--- config.mk ---
export PLATFORM = sky130hd
export DESIGN_NAME = mips_pipe_top
export DESIGN_NICKNAME = d
export VERILOG_FILES = /design/src/verilog/isa_pkg.sv /design/src/verilog/pipe_pkg.sv /design/src/verilog/issue_unit.sv /design/src/verilog/pipe_stage.sv /design/src/verilog/retire_unit.sv /design/src/verilog/mips_pipe_top.sv
export VERILOG_INCLUDE_DIRS = /design/src /design/src/include
export SDC_FILE = /design/constraint.sdc
export NUM_CORES = 2
export LEC_CHECK = 0
export BUFFER_PORTS_ARGS = -buffer_cell sky130_fd_sc_hd__clkbuf_2
export CORE_MARGIN = 1
export CORE_UTILIZATION = 55
export DETAILED_ROUTE_END_ITERATION = 16
export MAX_ROUTING_LAYER = met4
export PLACE_DENSITY = 0.71
export SLEW_MARGIN = 0
export SYNTH_ARGS = -nofsm -noshare
export SYNTH_HDL_FRONTEND = slang
export SYNTH_HIERARCHICAL = 1
export SYNTH_SLANG_ARGS = --single-unit
export TNS_END_PERCENT = 1
--- constraint.sdc ---
create_clock -name aclk -period 15.9 [get_ports aclk]
set_input_delay 3.18 -clock aclk [delete_from_list [all_inputs] [get_ports aclk]]
set_output_delay 3.18 -clock aclk [all_outputs]
set_load 0.05 [all_outputs]
--- src/include/cpu_macros.svh ---
// ~~~~~~~~~~~~~~~~~~~~~~~~~~~~~~~~~~~~~~~~~~~~~~~~~~~~~~~~~~~~~~~~~~~~
// cpu sizing: datapath width, register file, pipeline depth, multiplier
// ~~~~~~~~~~~~~~~~~~~~~~~~~~~~~~~~~~~~~~~~~~~~~~~~~~~~~~~~~~~~~~~~~~~~
`ifndef CPU_MACROS_SVH
`define CPU_MACROS_SVH

`define DATA_W      32  // datapath width
`define REG_ADDR_W  5   // register index width
`define NUM_REGS    32  // architectural registers

// stages between execute and the register file write
`define FWD_STAGES  3

`define MUL_CYCLES  32  // one shift-add step per multiplier bit

`endif

--- src/verilog/isa_pkg.sv ---
// ~~~~~~~~~~~~~~~~~~~~~~~~~~~~~~~~~~~~~~~~~~~~~~~~~~~~~~~~~~~~~~~~~~~~
// instruction set encodings for the supported MIPS integer subset
// ~~~~~~~~~~~~~~~~~~~~~~~~~~~~~~~~~~~~~~~~~~~~~~~~~~~~~~~~~~~~~~~~~~~~
package isa_pkg;

    // major opcode, instr[31:26]
    typedef enum logic [5:0] {
        OP_SPECIAL  = 6'h00,
        OP_ADDIU    = 6'h09,
        OP_LUI      = 6'h0f,
        OP_SPECIAL2 = 6'h1c
    } opcode_e;

    // function field, instr[5:0]
    typedef enum logic [5:0] {
        FN_MUL  = 6'h02,    // only valid under SPECIAL2
        FN_ADDU = 6'h21,
        FN_SUBU = 6'h23,
        FN_AND  = 6'h24,
        FN_OR   = 6'h25,
        FN_XOR  = 6'h26,
        FN_SLT  = 6'h2a
    } funct_e;

    // internal ALU select
    typedef enum logic [2:0] {
        ALU_ADD = 3'd0,
        ALU_SUB = 3'd1,
        ALU_AND = 3'd2,
        ALU_OR  = 3'd3,
        ALU_XOR = 3'd4,
        ALU_SLT = 3'd5,     // signed compare
        ALU_LUI = 3'd6      // immediate into upper half
    } alu_op_e;

endpackage

--- src/verilog/pipe_pkg.sv ---
// ~~~~~~~~~~~~~~~~~~~~~~~~~~~~~~~~~~~~~~~~~~~~~~~~~~~~~~~~~~~~~~~~~~~~
// datapath types shared by the issue, stage and retire logic
// ~~~~~~~~~~~~~~~~~~~~~~~~~~~~~~~~~~~~~~~~~~~~~~~~~~~~~~~~~~~~~~~~~~~~
`include "cpu_macros.svh"

package pipe_pkg;

    typedef logic [`DATA_W-1:0]     data_t;
    typedef logic [`REG_ADDR_W-1:0] reg_addr_t;

    // where an operand comes from
    typedef enum logic [1:0] {
        FWD_RF = 2'd0,
        FWD_S0 = 2'd1,   // youngest result
        FWD_S1 = 2'd2,
        FWD_S2 = 2'd3    // about to retire
    } fwd_src_e;

endpackage

--- src/verilog/issue_unit.sv ---
// ~~~~~~~~~~~~~~~~~~~~~~~~~~~~~~~~~~~~~~~~~~~~~~~~~~~~~~~~~~~~~~~~~~~~
// issue: decode, forwarded operand read, ALU and shift-add multiplier
// ~~~~~~~~~~~~~~~~~~~~~~~~~~~~~~~~~~~~~~~~~~~~~~~~~~~~~~~~~~~~~~~~~~~~
`timescale 1ns/10ps
`include "cpu_macros.svh"

module issue_unit (
    input  logic                   aclk,
    input  logic                   reset,
    input  logic                   instr_valid,
    input  pipe_pkg::data_t        instr,
    input  pipe_pkg::data_t        pc,
    input  logic [`FWD_STAGES-1:0] stage_rs_hit,
    input  logic [`FWD_STAGES-1:0] stage_rt_hit,
    input  pipe_pkg::data_t        stage_result [`FWD_STAGES],
    input  pipe_pkg::data_t        rf_rs_data,
    input  pipe_pkg::data_t        rf_rt_data,
    output logic                   instr_ready,
    output pipe_pkg::reg_addr_t    rs_addr,
    output pipe_pkg::reg_addr_t    rt_addr,
    output logic                   ex_valid,
    output pipe_pkg::data_t        ex_pc,
    output pipe_pkg::reg_addr_t    ex_dst,
    output pipe_pkg::data_t        ex_result
);

    localparam int CNT_W = $clog2(`MUL_CYCLES);

    isa_pkg::opcode_e    opcode;
    isa_pkg::funct_e     funct;
    isa_pkg::alu_op_e    alu_op;
    logic                is_alu;
    logic                is_mul;
    logic                use_imm;
    logic                fire;
    pipe_pkg::reg_addr_t dst;
    pipe_pkg::fwd_src_e  rs_src;
    pipe_pkg::fwd_src_e  rt_src;
    pipe_pkg::data_t     rs_val;
    pipe_pkg::data_t     rt_val;
    pipe_pkg::data_t     op_b;
    pipe_pkg::data_t     alu_result;

    logic                mul_busy;
    logic                mul_done;
    logic [CNT_W-1:0]    mul_cnt;
    pipe_pkg::data_t     mul_mcand;
    pipe_pkg::data_t     mul_mplier;
    pipe_pkg::data_t     mul_acc;
    pipe_pkg::data_t     mul_step;
    pipe_pkg::reg_addr_t mul_dst;
    pipe_pkg::data_t     mul_pc;

    // first hit wins, stage 0 holds the youngest result
    function automatic pipe_pkg::fwd_src_e pick_src(input logic [`FWD_STAGES-1:0] hit);
        if (hit[0]) return pipe_pkg::FWD_S0;
        if (hit[1]) return pipe_pkg::FWD_S1;
        if (hit[2]) return pipe_pkg::FWD_S2;
        return pipe_pkg::FWD_RF;
    endfunction

    function automatic pipe_pkg::data_t fwd_mux(input pipe_pkg::fwd_src_e src,
                                                input pipe_pkg::data_t res [`FWD_STAGES],
                                                input pipe_pkg::data_t rf_data);
        case (src)
            pipe_pkg::FWD_S0: return res[0];
            pipe_pkg::FWD_S1: return res[1];
            pipe_pkg::FWD_S2: return res[2];
            default:          return rf_data;
        endcase
    endfunction

    assign opcode      = isa_pkg::opcode_e'(instr[31:26]);
    assign funct       = isa_pkg::funct_e'(instr[5:0]);
    assign rs_addr     = instr[25:21];
    assign rt_addr     = instr[20:16];
    assign instr_ready = !mul_busy;  // only the multiplier stalls issue
    assign fire        = instr_valid && instr_ready;

    always_comb begin
        is_alu  = 1'b0;
        is_mul  = 1'b0;
        use_imm = 1'b0;
        alu_op  = isa_pkg::ALU_ADD;
        dst     = instr[15:11];      // rd for R format
        case (opcode)
            isa_pkg::OP_SPECIAL: begin
                is_alu = 1'b1;
                case (funct)
                    isa_pkg::FN_ADDU: alu_op = isa_pkg::ALU_ADD;
                    isa_pkg::FN_SUBU: alu_op = isa_pkg::ALU_SUB;
                    isa_pkg::FN_AND:  alu_op = isa_pkg::ALU_AND;
                    isa_pkg::FN_OR:   alu_op = isa_pkg::ALU_OR;
                    isa_pkg::FN_XOR:  alu_op = isa_pkg::ALU_XOR;
                    isa_pkg::FN_SLT:  alu_op = isa_pkg::ALU_SLT;
                    default:          is_alu = 1'b0;  // retires as a nop
                endcase
            end
            isa_pkg::OP_SPECIAL2: is_mul = (funct == isa_pkg::FN_MUL);
            isa_pkg::OP_ADDIU: begin
                is_alu  = 1'b1;
                use_imm = 1'b1;
                dst     = instr[20:16];
            end
            isa_pkg::OP_LUI: begin
                is_alu  = 1'b1;
                use_imm = 1'b1;
                alu_op  = isa_pkg::ALU_LUI;
                dst     = instr[20:16];
            end
            default: ;
        endcase
    end

    assign rs_src = pick_src(stage_rs_hit);
    assign rt_src = pick_src(stage_rt_hit);
    assign rs_val = fwd_mux(rs_src, stage_result, rf_rs_data);
    assign rt_val = fwd_mux(rt_src, stage_result, rf_rt_data);
    assign op_b   = use_imm ? {{(`DATA_W-16){instr[15]}}, instr[15:0]} : rt_val;

    always_comb begin
        case (alu_op)
            isa_pkg::ALU_SUB: alu_result = rs_val - op_b;
            isa_pkg::ALU_AND: alu_result = rs_val & op_b;
            isa_pkg::ALU_OR:  alu_result = rs_val | op_b;
            isa_pkg::ALU_XOR: alu_result = rs_val ^ op_b;
            isa_pkg::ALU_SLT: alu_result = {{(`DATA_W-1){1'b0}}, $signed(rs_val) < $signed(op_b)};
            isa_pkg::ALU_LUI: alu_result = {instr[15:0], 16'h0000};
            default:          alu_result = rs_val + op_b;
        endcase
    end

    // last step is folded into the output, so the product is ready in the final cycle
    assign mul_step = mul_acc + (mul_mplier[0] ? mul_mcand : '0);
    assign mul_done = mul_busy && (mul_cnt == CNT_W'(`MUL_CYCLES - 1));

    always_ff @(posedge aclk) begin
        if (reset) begin
            mul_busy <= 1'b0;
            mul_cnt  <= '0;
        end else if (fire && is_mul) begin
            mul_busy <= 1'b1;
            mul_cnt  <= '0;
        end else if (mul_done) begin
            mul_busy <= 1'b0;
        end else if (mul_busy) begin
            mul_cnt  <= mul_cnt + 1'b1;
        end
    end

    always_ff @(posedge aclk) begin
        if (fire && is_mul) begin
            mul_mcand  <= rs_val;       // operands already forwarded
            mul_mplier <= rt_val;
            mul_acc    <= '0;
            mul_dst    <= dst;
            mul_pc     <= pc;
        end else if (mul_busy) begin
            mul_acc    <= mul_step;
            mul_mcand  <= mul_mcand << 1;
            mul_mplier <= mul_mplier >> 1;
        end
    end

    assign ex_valid  = (fire && is_alu) || mul_done;
    assign ex_pc     = mul_done ? mul_pc : pc;
    assign ex_dst    = mul_done ? mul_dst : dst;
    assign ex_result = mul_done ? mul_step : alu_result;

endmodule

--- src/verilog/pipe_stage.sv ---
// ~~~~~~~~~~~~~~~~~~~~~~~~~~~~~~~~~~~~~~~~~~~~~~~~~~~~~~~~~~~~~~~~~~~~
// post-execute stage register with its own forwarding match
// ~~~~~~~~~~~~~~~~~~~~~~~~~~~~~~~~~~~~~~~~~~~~~~~~~~~~~~~~~~~~~~~~~~~~
`timescale 1ns/10ps

module pipe_stage (
    input  logic                aclk,
    input  logic                reset,
    input  logic                in_valid,
    input  pipe_pkg::data_t     in_pc,
    input  pipe_pkg::reg_addr_t in_dst,
    input  pipe_pkg::data_t     in_result,
    input  pipe_pkg::reg_addr_t rs_addr,
    input  pipe_pkg::reg_addr_t rt_addr,
    output logic                out_valid,
    output pipe_pkg::data_t     out_pc,
    output pipe_pkg::reg_addr_t out_dst,
    output pipe_pkg::data_t     out_result,
    output logic                rs_hit,
    output logic                rt_hit
);

    always_ff @(posedge aclk) begin
        if (reset) out_valid <= 1'b0;
        else       out_valid <= in_valid;  // never stalls
    end

    always_ff @(posedge aclk) begin
        out_pc     <= in_pc;
        out_dst    <= in_dst;
        out_result <= in_result;
    end

    // r0 never forwards, it always reads as zero
    assign rs_hit = out_valid && (out_dst != '0) && (out_dst == rs_addr);
    assign rt_hit = out_valid && (out_dst != '0) && (out_dst == rt_addr);

endmodule

--- src/verilog/retire_unit.sv ---
// ~~~~~~~~~~~~~~~~~~~~~~~~~~~~~~~~~~~~~~~~~~~~~~~~~~~~~~~~~~~~~~~~~~~~
// register file write at retirement and the golden-trace debug port
// ~~~~~~~~~~~~~~~~~~~~~~~~~~~~~~~~~~~~~~~~~~~~~~~~~~~~~~~~~~~~~~~~~~~~
`timescale 1ns/10ps
`include "cpu_macros.svh"

module retire_unit (
    input  logic                aclk,
    input  logic                reset,
    input  logic                ret_valid,
    input  pipe_pkg::data_t     ret_pc,
    input  pipe_pkg::reg_addr_t ret_dst,
    input  pipe_pkg::data_t     ret_result,
    input  pipe_pkg::reg_addr_t rs_addr,
    input  pipe_pkg::reg_addr_t rt_addr,
    output pipe_pkg::data_t     rs_data,
    output pipe_pkg::data_t     rt_data,
    output pipe_pkg::data_t     debug_wb_pc,
    output pipe_pkg::data_t     debug_wb_rf_wdata,
    output logic [3:0]          debug_wb_rf_wen,
    output pipe_pkg::reg_addr_t debug_wb_rf_wnum
);

    pipe_pkg::data_t regs [`NUM_REGS];
    logic            rf_we;

    assign rf_we = ret_valid && (ret_dst != '0);  // writes to r0 are dropped

    always_ff @(posedge aclk) begin
        if (reset) begin
            for (int i = 0; i < `NUM_REGS; i++) begin
                regs[i] <= '0;
            end
        end else if (rf_we) begin
            regs[ret_dst] <= ret_result;
        end
    end

    // async read, r0 hardwired to zero
    assign rs_data = (rs_addr == '0) ? '0 : regs[rs_addr];
    assign rt_data = (rt_addr == '0) ? '0 : regs[rt_addr];

    assign debug_wb_pc       = ret_pc;
    assign debug_wb_rf_wdata = ret_result;
    assign debug_wb_rf_wen   = rf_we ? 4'b1111 : 4'b0000;  // full word or nothing
    assign debug_wb_rf_wnum  = ret_dst;

endmodule

--- src/verilog/mips_pipe_top.sv ---
// ~~~~~~~~~~~~~~~~~~~~~~~~~~~~~~~~~~~~~~~~~~~~~~~~~~~~~~~~~~~~~~~~~~~~
// in-order integer pipeline: issue, forwarding stages, retire
// ~~~~~~~~~~~~~~~~~~~~~~~~~~~~~~~~~~~~~~~~~~~~~~~~~~~~~~~~~~~~~~~~~~~~
`timescale 1ns/10ps
`include "cpu_macros.svh"

module mips_pipe_top (
    input  logic                aclk,
    input  logic                reset,
    input  logic                instr_valid,
    input  pipe_pkg::data_t     instr,
    input  pipe_pkg::data_t     pc,
    output logic                instr_ready,
    output pipe_pkg::data_t     debug_wb_pc,
    output pipe_pkg::data_t     debug_wb_rf_wdata,
    output logic [3:0]          debug_wb_rf_wen,
    output pipe_pkg::reg_addr_t debug_wb_rf_wnum
);

    pipe_pkg::reg_addr_t    rs_addr;           // from issue, to stages and regfile
    pipe_pkg::reg_addr_t    rt_addr;
    pipe_pkg::data_t        rf_rs_data;
    pipe_pkg::data_t        rf_rt_data;
    logic                   ex_valid;          // execute result into stage 0
    pipe_pkg::data_t        ex_pc;
    pipe_pkg::reg_addr_t    ex_dst;
    pipe_pkg::data_t        ex_result;

    logic                   st_valid  [`FWD_STAGES];
    pipe_pkg::data_t        st_pc     [`FWD_STAGES];
    pipe_pkg::reg_addr_t    st_dst    [`FWD_STAGES];
    pipe_pkg::data_t        st_result [`FWD_STAGES];  // also the forwarding values
    logic [`FWD_STAGES-1:0] st_rs_hit;
    logic [`FWD_STAGES-1:0] st_rt_hit;

    issue_unit u_issue_unit (
        .aclk               (aclk),
        .reset              (reset),
        .instr_valid        (instr_valid),
        .instr              (instr),
        .pc                 (pc),
        .stage_rs_hit       (st_rs_hit),
        .stage_rt_hit       (st_rt_hit),
        .stage_result       (st_result),
        .rf_rs_data         (rf_rs_data),
        .rf_rt_data         (rf_rt_data),
        .instr_ready        (instr_ready),
        .rs_addr            (rs_addr),
        .rt_addr            (rt_addr),
        .ex_valid           (ex_valid),
        .ex_pc              (ex_pc),
        .ex_dst             (ex_dst),
        .ex_result          (ex_result)
    );

    for (genvar i = 0; i < `FWD_STAGES; i++) begin : g_stage
        if (i == 0) begin : g_first
            pipe_stage u_pipe_stage (
                .aclk       (aclk),
                .reset      (reset),
                .in_valid   (ex_valid),
                .in_pc      (ex_pc),
                .in_dst     (ex_dst),
                .in_result  (ex_result),
                .rs_addr    (rs_addr),
                .rt_addr    (rt_addr),
                .out_valid  (st_valid[i]),
                .out_pc     (st_pc[i]),
                .out_dst    (st_dst[i]),
                .out_result (st_result[i]),
                .rs_hit     (st_rs_hit[i]),
                .rt_hit     (st_rt_hit[i])
            );
        end else begin : g_next
            pipe_stage u_pipe_stage (
                .aclk       (aclk),
                .reset      (reset),
                .in_valid   (st_valid[i-1]),
                .in_pc      (st_pc[i-1]),
                .in_dst     (st_dst[i-1]),
                .in_result  (st_result[i-1]),
                .rs_addr    (rs_addr),
                .rt_addr    (rt_addr),
                .out_valid  (st_valid[i]),
                .out_pc     (st_pc[i]),
                .out_dst    (st_dst[i]),
                .out_result (st_result[i]),
                .rs_hit     (st_rs_hit[i]),
                .rt_hit     (st_rt_hit[i])
            );
        end
    end

    retire_unit u_retire_unit (
        .aclk               (aclk),
        .reset              (reset),
        .ret_valid          (st_valid[`FWD_STAGES-1]),
        .ret_pc             (st_pc[`FWD_STAGES-1]),
        .ret_dst            (st_dst[`FWD_STAGES-1]),
        .ret_result         (st_result[`FWD_STAGES-1]),
        .rs_addr            (rs_addr),
        .rt_addr            (rt_addr),
        .rs_data            (rf_rs_data),
        .rt_data            (rf_rt_data),
        .debug_wb_pc        (debug_wb_pc),
        .debug_wb_rf_wdata  (debug_wb_rf_wdata),
        .debug_wb_rf_wen    (debug_wb_rf_wen),
        .debug_wb_rf_wnum   (debug_wb_rf_wnum)
    );

endmodule

==> impl_metrics.csv <==
group,metric,value,unit
clock_tree,cts_repair_resize_count,0,
route,wl_per_cell,35.4,um
place,gp_congestion,1.01,
synthesis,post_synth_num_cell_types,92,
min_path,worst_hold_path_type,"reg2reg",
pwr,switching_share,31.8,%
synthesis,yosysSeqAreaShare,52.4,%
synthesis,synthFlopType,"edfxtp_1",
critical_path,worstSetupEndpointType,"flop",
clock_tree,cts-htree-levels,4,
run_status,outcome,"finished, violations left",
critical_path,cpMaxStageDelayCell,"a2111oi_0",
sta,timing.final.setup_violations,0,
synthesis,synth_top_cell_area_share,45.7,%
die,die_width,369,um
synthesis,synthMostInstantiatedCell,"edfxtp_1",
global_route,grt_start_max_net_pins,122,
critical_path,timing.critical_path.from,"instr[18]",
clock_tree,post_cts.repair.setup_buffers,0,
global_route,grt_first_pass_wirelength,377,mm
synthesis,synth.area.top_cells,"edfxtp_1 (46%), mux4_2 (14%), and2_1 (8.7%), dfxtp_1 (6.7%), mux2i_1 (2.1%)",
route,detailedRoute.firstPassIterationCount,6,
place,dp_worst_setup_slack,5330,ps
synthesis,synth_seq_cells,1373,
synthesis,netlist_area,73900,sq um
finish,post-route-cell-area,80600,sq um
clock_tree,clock_insertion_delay_at_the_later_pin_of_the_skew_report,800,ps
critical_path,start_kind,"primary input",
global_route,global_route.overflow_total,0,
min_path,holdCritStartpoint,"g_stage[1].g_next.u_pipe_stage/out_pc[29]",
route,route.final.wire_length,269,mm
pwr,p_total,9.65,mW
critical_path,r2r-start,"g_stage[0].g_first.u_pipe_stage/out_dst[0]",
die,initial_cell_density_of_the_core,55.4,%
critical_path,cp_data_required_time,16570,ps
clock_tree,cts-buffers-inserted,148,
place,postPlaceCellArea,75800,sq um
sta,skew,33.1,ps
min_path,hold_path_end,"g_stage[2].g_next.u_pipe_stage/out_pc[29]",
die,die_area,136000,sq um
pwr,max-vdd-ir-drop,0.000111,V
route,ant_nets,0,
synthesis,post_synth_most_frequent_cells,"edfxtp_1 (1125), and2_1 (1028), mux4_2 (472)",
sta,fin_tns_setup,0,ps
critical_path,reg2reg_setup_slack,8920,ps
global_route,grtUsageTotal,40.4,%
synthesis,syn_inst,5790,
run_status,failing_checks,"capacitance limit, slew limit",
pwr,combPwrFrac,19.5,%
sta,tightestPinTransition,1510,ps
global_route,via_count_of_the_first_global_routing_pass,51400,
critical_path,worst-setup-path-type,"in2reg",
sta,rsz0062_at_grt,"false",
route,post_drt_via_cell_ratio,7.05,
finish,multi_input_comb_area,32200,sq um
die,core.rowCount,134,
synthesis,synth-edff-count,1125,
sta,final_max_slew_viol_count,36,
pwr,cell_internal_pwr,6.58,mW
finish,drive_above_1_share,20.0,%
finish,fillCellCount,10200,
route,drc,0,
clock_tree,cts_tree,"yes",
clock_tree,clockBufferDepth,3,
synthesis,asyncSetResetFlopFracSynth,0,%
sta,final_critical_path_setup_slack,5730,ps
sta,timing.fmax,98.3,MHz
pwr,total_leakage_power,30.1,nW
sta,hold_viol,0,
sta,slew_headroom,-1.60,%
pwr,pwr_density_cell,120,nW/um^2
critical_path,r2r_path_end,"g_stage[0].g_first.u_pipe_stage/out_result[30]",
sta,final.period_utilization,64.0,%
critical_path,crit_path_max_fanout,107,
clock_tree,cts_root_buf,"clkbuf_16",
clock_tree,ctsHoldBuffers,0,
die,die_height,369,um
global_route,number_of_antenna_violations_at_the_first_check_in_global_routing,21,
finish,final_util,60.4,%
pwr,clock_power_share,35.5,%
min_path,hold_path_depth,0,
synthesis,warning_count_from_the_yosys_run,6,
synthesis,synthDominantAreaCellType,"edfxtp_1",
place,numPortBuffers,140,
finish,seqCellArea,38700,sq um
pwr,register_share_of_total_power,45.0,%
critical_path,crit_arrival,10840,ps
clock_tree,cts.sinks,1373,
job,maxCapViolCount,2,
finish,layout.nets,5893,
pwr,p_sw,3.07,mW
finish,area_overhead_of_the_layout_relative_to_synthesis,9.05,%
route,dr.first_iter.drc_count,9373,
die,i_o_pins,141,
critical_path,timing.critical_path.cells,"buf_6 > buf_12 > or3_2 > buf_4 > o22ai_1 > a2111oi_0 > nor3_1 > o21ai_0 > o21ai_0 > ha_1 > nand2_1 > a2bb2oi_1 > a211oi_1 > a211o_1 > a2111oi_0 > o21bai_1 > o21ai_1 > mux2_2 > a21oi_1 > o32a_1",
critical_path,worst_r2r_path_depth,21,
critical_path,max_stage_delay,1030,ps
die,placeable_area,133000,sq um
sta,min_period,10170,ps
synthesis,postSynthAreaPerCell,12.8,sq um
clock_tree,path_clk_slew,60,ps
place,place.detailed.hpwl,166,mm
route,routed-via-count,53600,
how the worst max path moves through the flow:
stage | end | slack (ps) | depth (start not counted)
final | g_stage[0].g_first.u_pipe_stage/out_result[30] | 5730 | 20
after floorplan | g_stage[0].g_first.u_pipe_stage/out_result[30] | 7630 | 22
after global placement | g_stage[0].g_first.u_pipe_stage/out_result[30] | 5320 | 20
after global routing | g_stage[0].g_first.u_pipe_stage/out_result[30] | 5650 | 20
after detailed placement | g_stage[0].g_first.u_pipe_stage/out_result[30] | 5330 | 20
after CTS | g_stage[0].g_first.u_pipe_stage/out_result[30] | 6130 | 20
layout make-up:
type	instances	area share [%]
sequential	1373	48.1
tap	1768	2.74
clock inverter	67	0.858
timing repair buffer	323	2.71
antenna	14	0.0435
inverter	120	0.559
multi-input combinational	3740	40.0
clock buffer	200	5.06
power by group through the flow:
stage / logic [mW] / registers (mW) / clock network [mW]
final: 1.88 / 4.34 / 3.43
after global routing: 1.94 / 4.35 / 3.58
after CTS: 1.82 / 4.32 / 3.45
after detailed placement: 1.82 / 4.40 / 0
after global placement: 1.81 / 4.39 / 0
after floorplan: 1.19 / 4.30 / 0
kinds of logic after synthesis:
kind of cell	after synthesis	share of synthesized area [%]
xor+xnor	86	1.03
flops	1373	52.4
simple gates	1850	13.9
compound gates	971	8.78
other cells	1	0.00507
mux	681	17.3
fa+ha+maj	120	2.06
buf+inv	708	4.50
state kept, by name, indices dropped and copies added (netlist names), 2 cells and up:
| name | flops |
|---|---|
| u_issue_unit/mul_dst | 5 |
| g_stage.g_first.u_pipe_stage/out_dst | 5 |
| u_issue_unit/mul_mplier | 32 |
| g_stage.g_next.u_pipe_stage/out_pc | 64 |
| g_stage.g_next.u_pipe_stage/out_valid | 2 |
| g_stage.g_first.u_pipe_stage/out_pc | 32 |
| u_issue_unit/mul_pc | 32 |
| u_issue_unit/mul_acc | 32 |
| g_stage.g_next.u_pipe_stage/out_dst | 10 |
| g_stage.g_next.u_pipe_stage/out_result | 64 |
| u_issue_unit/mul_mcand | 32 |
| u_retire_unit/regs | 1024 |
| u_issue_unit/mul_cnt | 5 |
| g_stage.g_first.u_pipe_stage/out_result | 32 |
stage by stage:
stage / hold WS [ps] / cells
floorplan: 310 / 5821
global placement: 310 / 7324
detailed placement: 312 / 7324
CTS: 325 / 7591
global route: 327 / 7596
finish: 326 / 7605
routing by layer:
layer  track usage [%]  up-vias  wire, um
li1                  -    21500         -
met1              51.5    26700     95700
met2              57.5     4500    117000
met3              11.2      920     37700
met4              24.7        0     19100
met5                 -        -         0
worst max-delay path, delay by kind of cell:
| family | cells | cell delay [ps] |
|---|---|---|
| AOI/OAI and AO/OA | 12 | 4230 |
| adders and majority gates | 1 | 520 |
| buffers and inverters | 3 | 1530 |
| muxes | 1 | 260 |
| and+or+nand+nor | 3 | 850 |
cell usage in the layout, fill, tap and decap left out, types with 35 or more instances in the layout:
master / netlist / layout
edfxtp_1: 1125 / 1125
and2_1: 1028 / 1027
mux4_2: 472 / 472
nand2_1: 332 / 331
dfxtp_1: 248 / 246
o21ai_0: 189 / 189
o22ai_1: 184 / 184
buf_4: 110 / 180
a21oi_1: 167 / 167
mux2i_1: 155 / 155
clkbuf_16: 0 / 153
nor2_1: 178 / 144
clkbuf_2: 0 / 133
ha_1: 117 / 117
inv_1: 118 / 115
nor3_1: 88 / 87
a22o_1: 66 / 66
xnor2_1: 61 / 61
a2111oi_0: 65 / 59
mux2_2: 52 / 52
clkbuf_1: 366 / 40
nor2b_1: 40 / 38
or2_2: 36 / 36
a211oi_1: 36 / 35
Note: power is estimated with default switching activity, not from simulation.
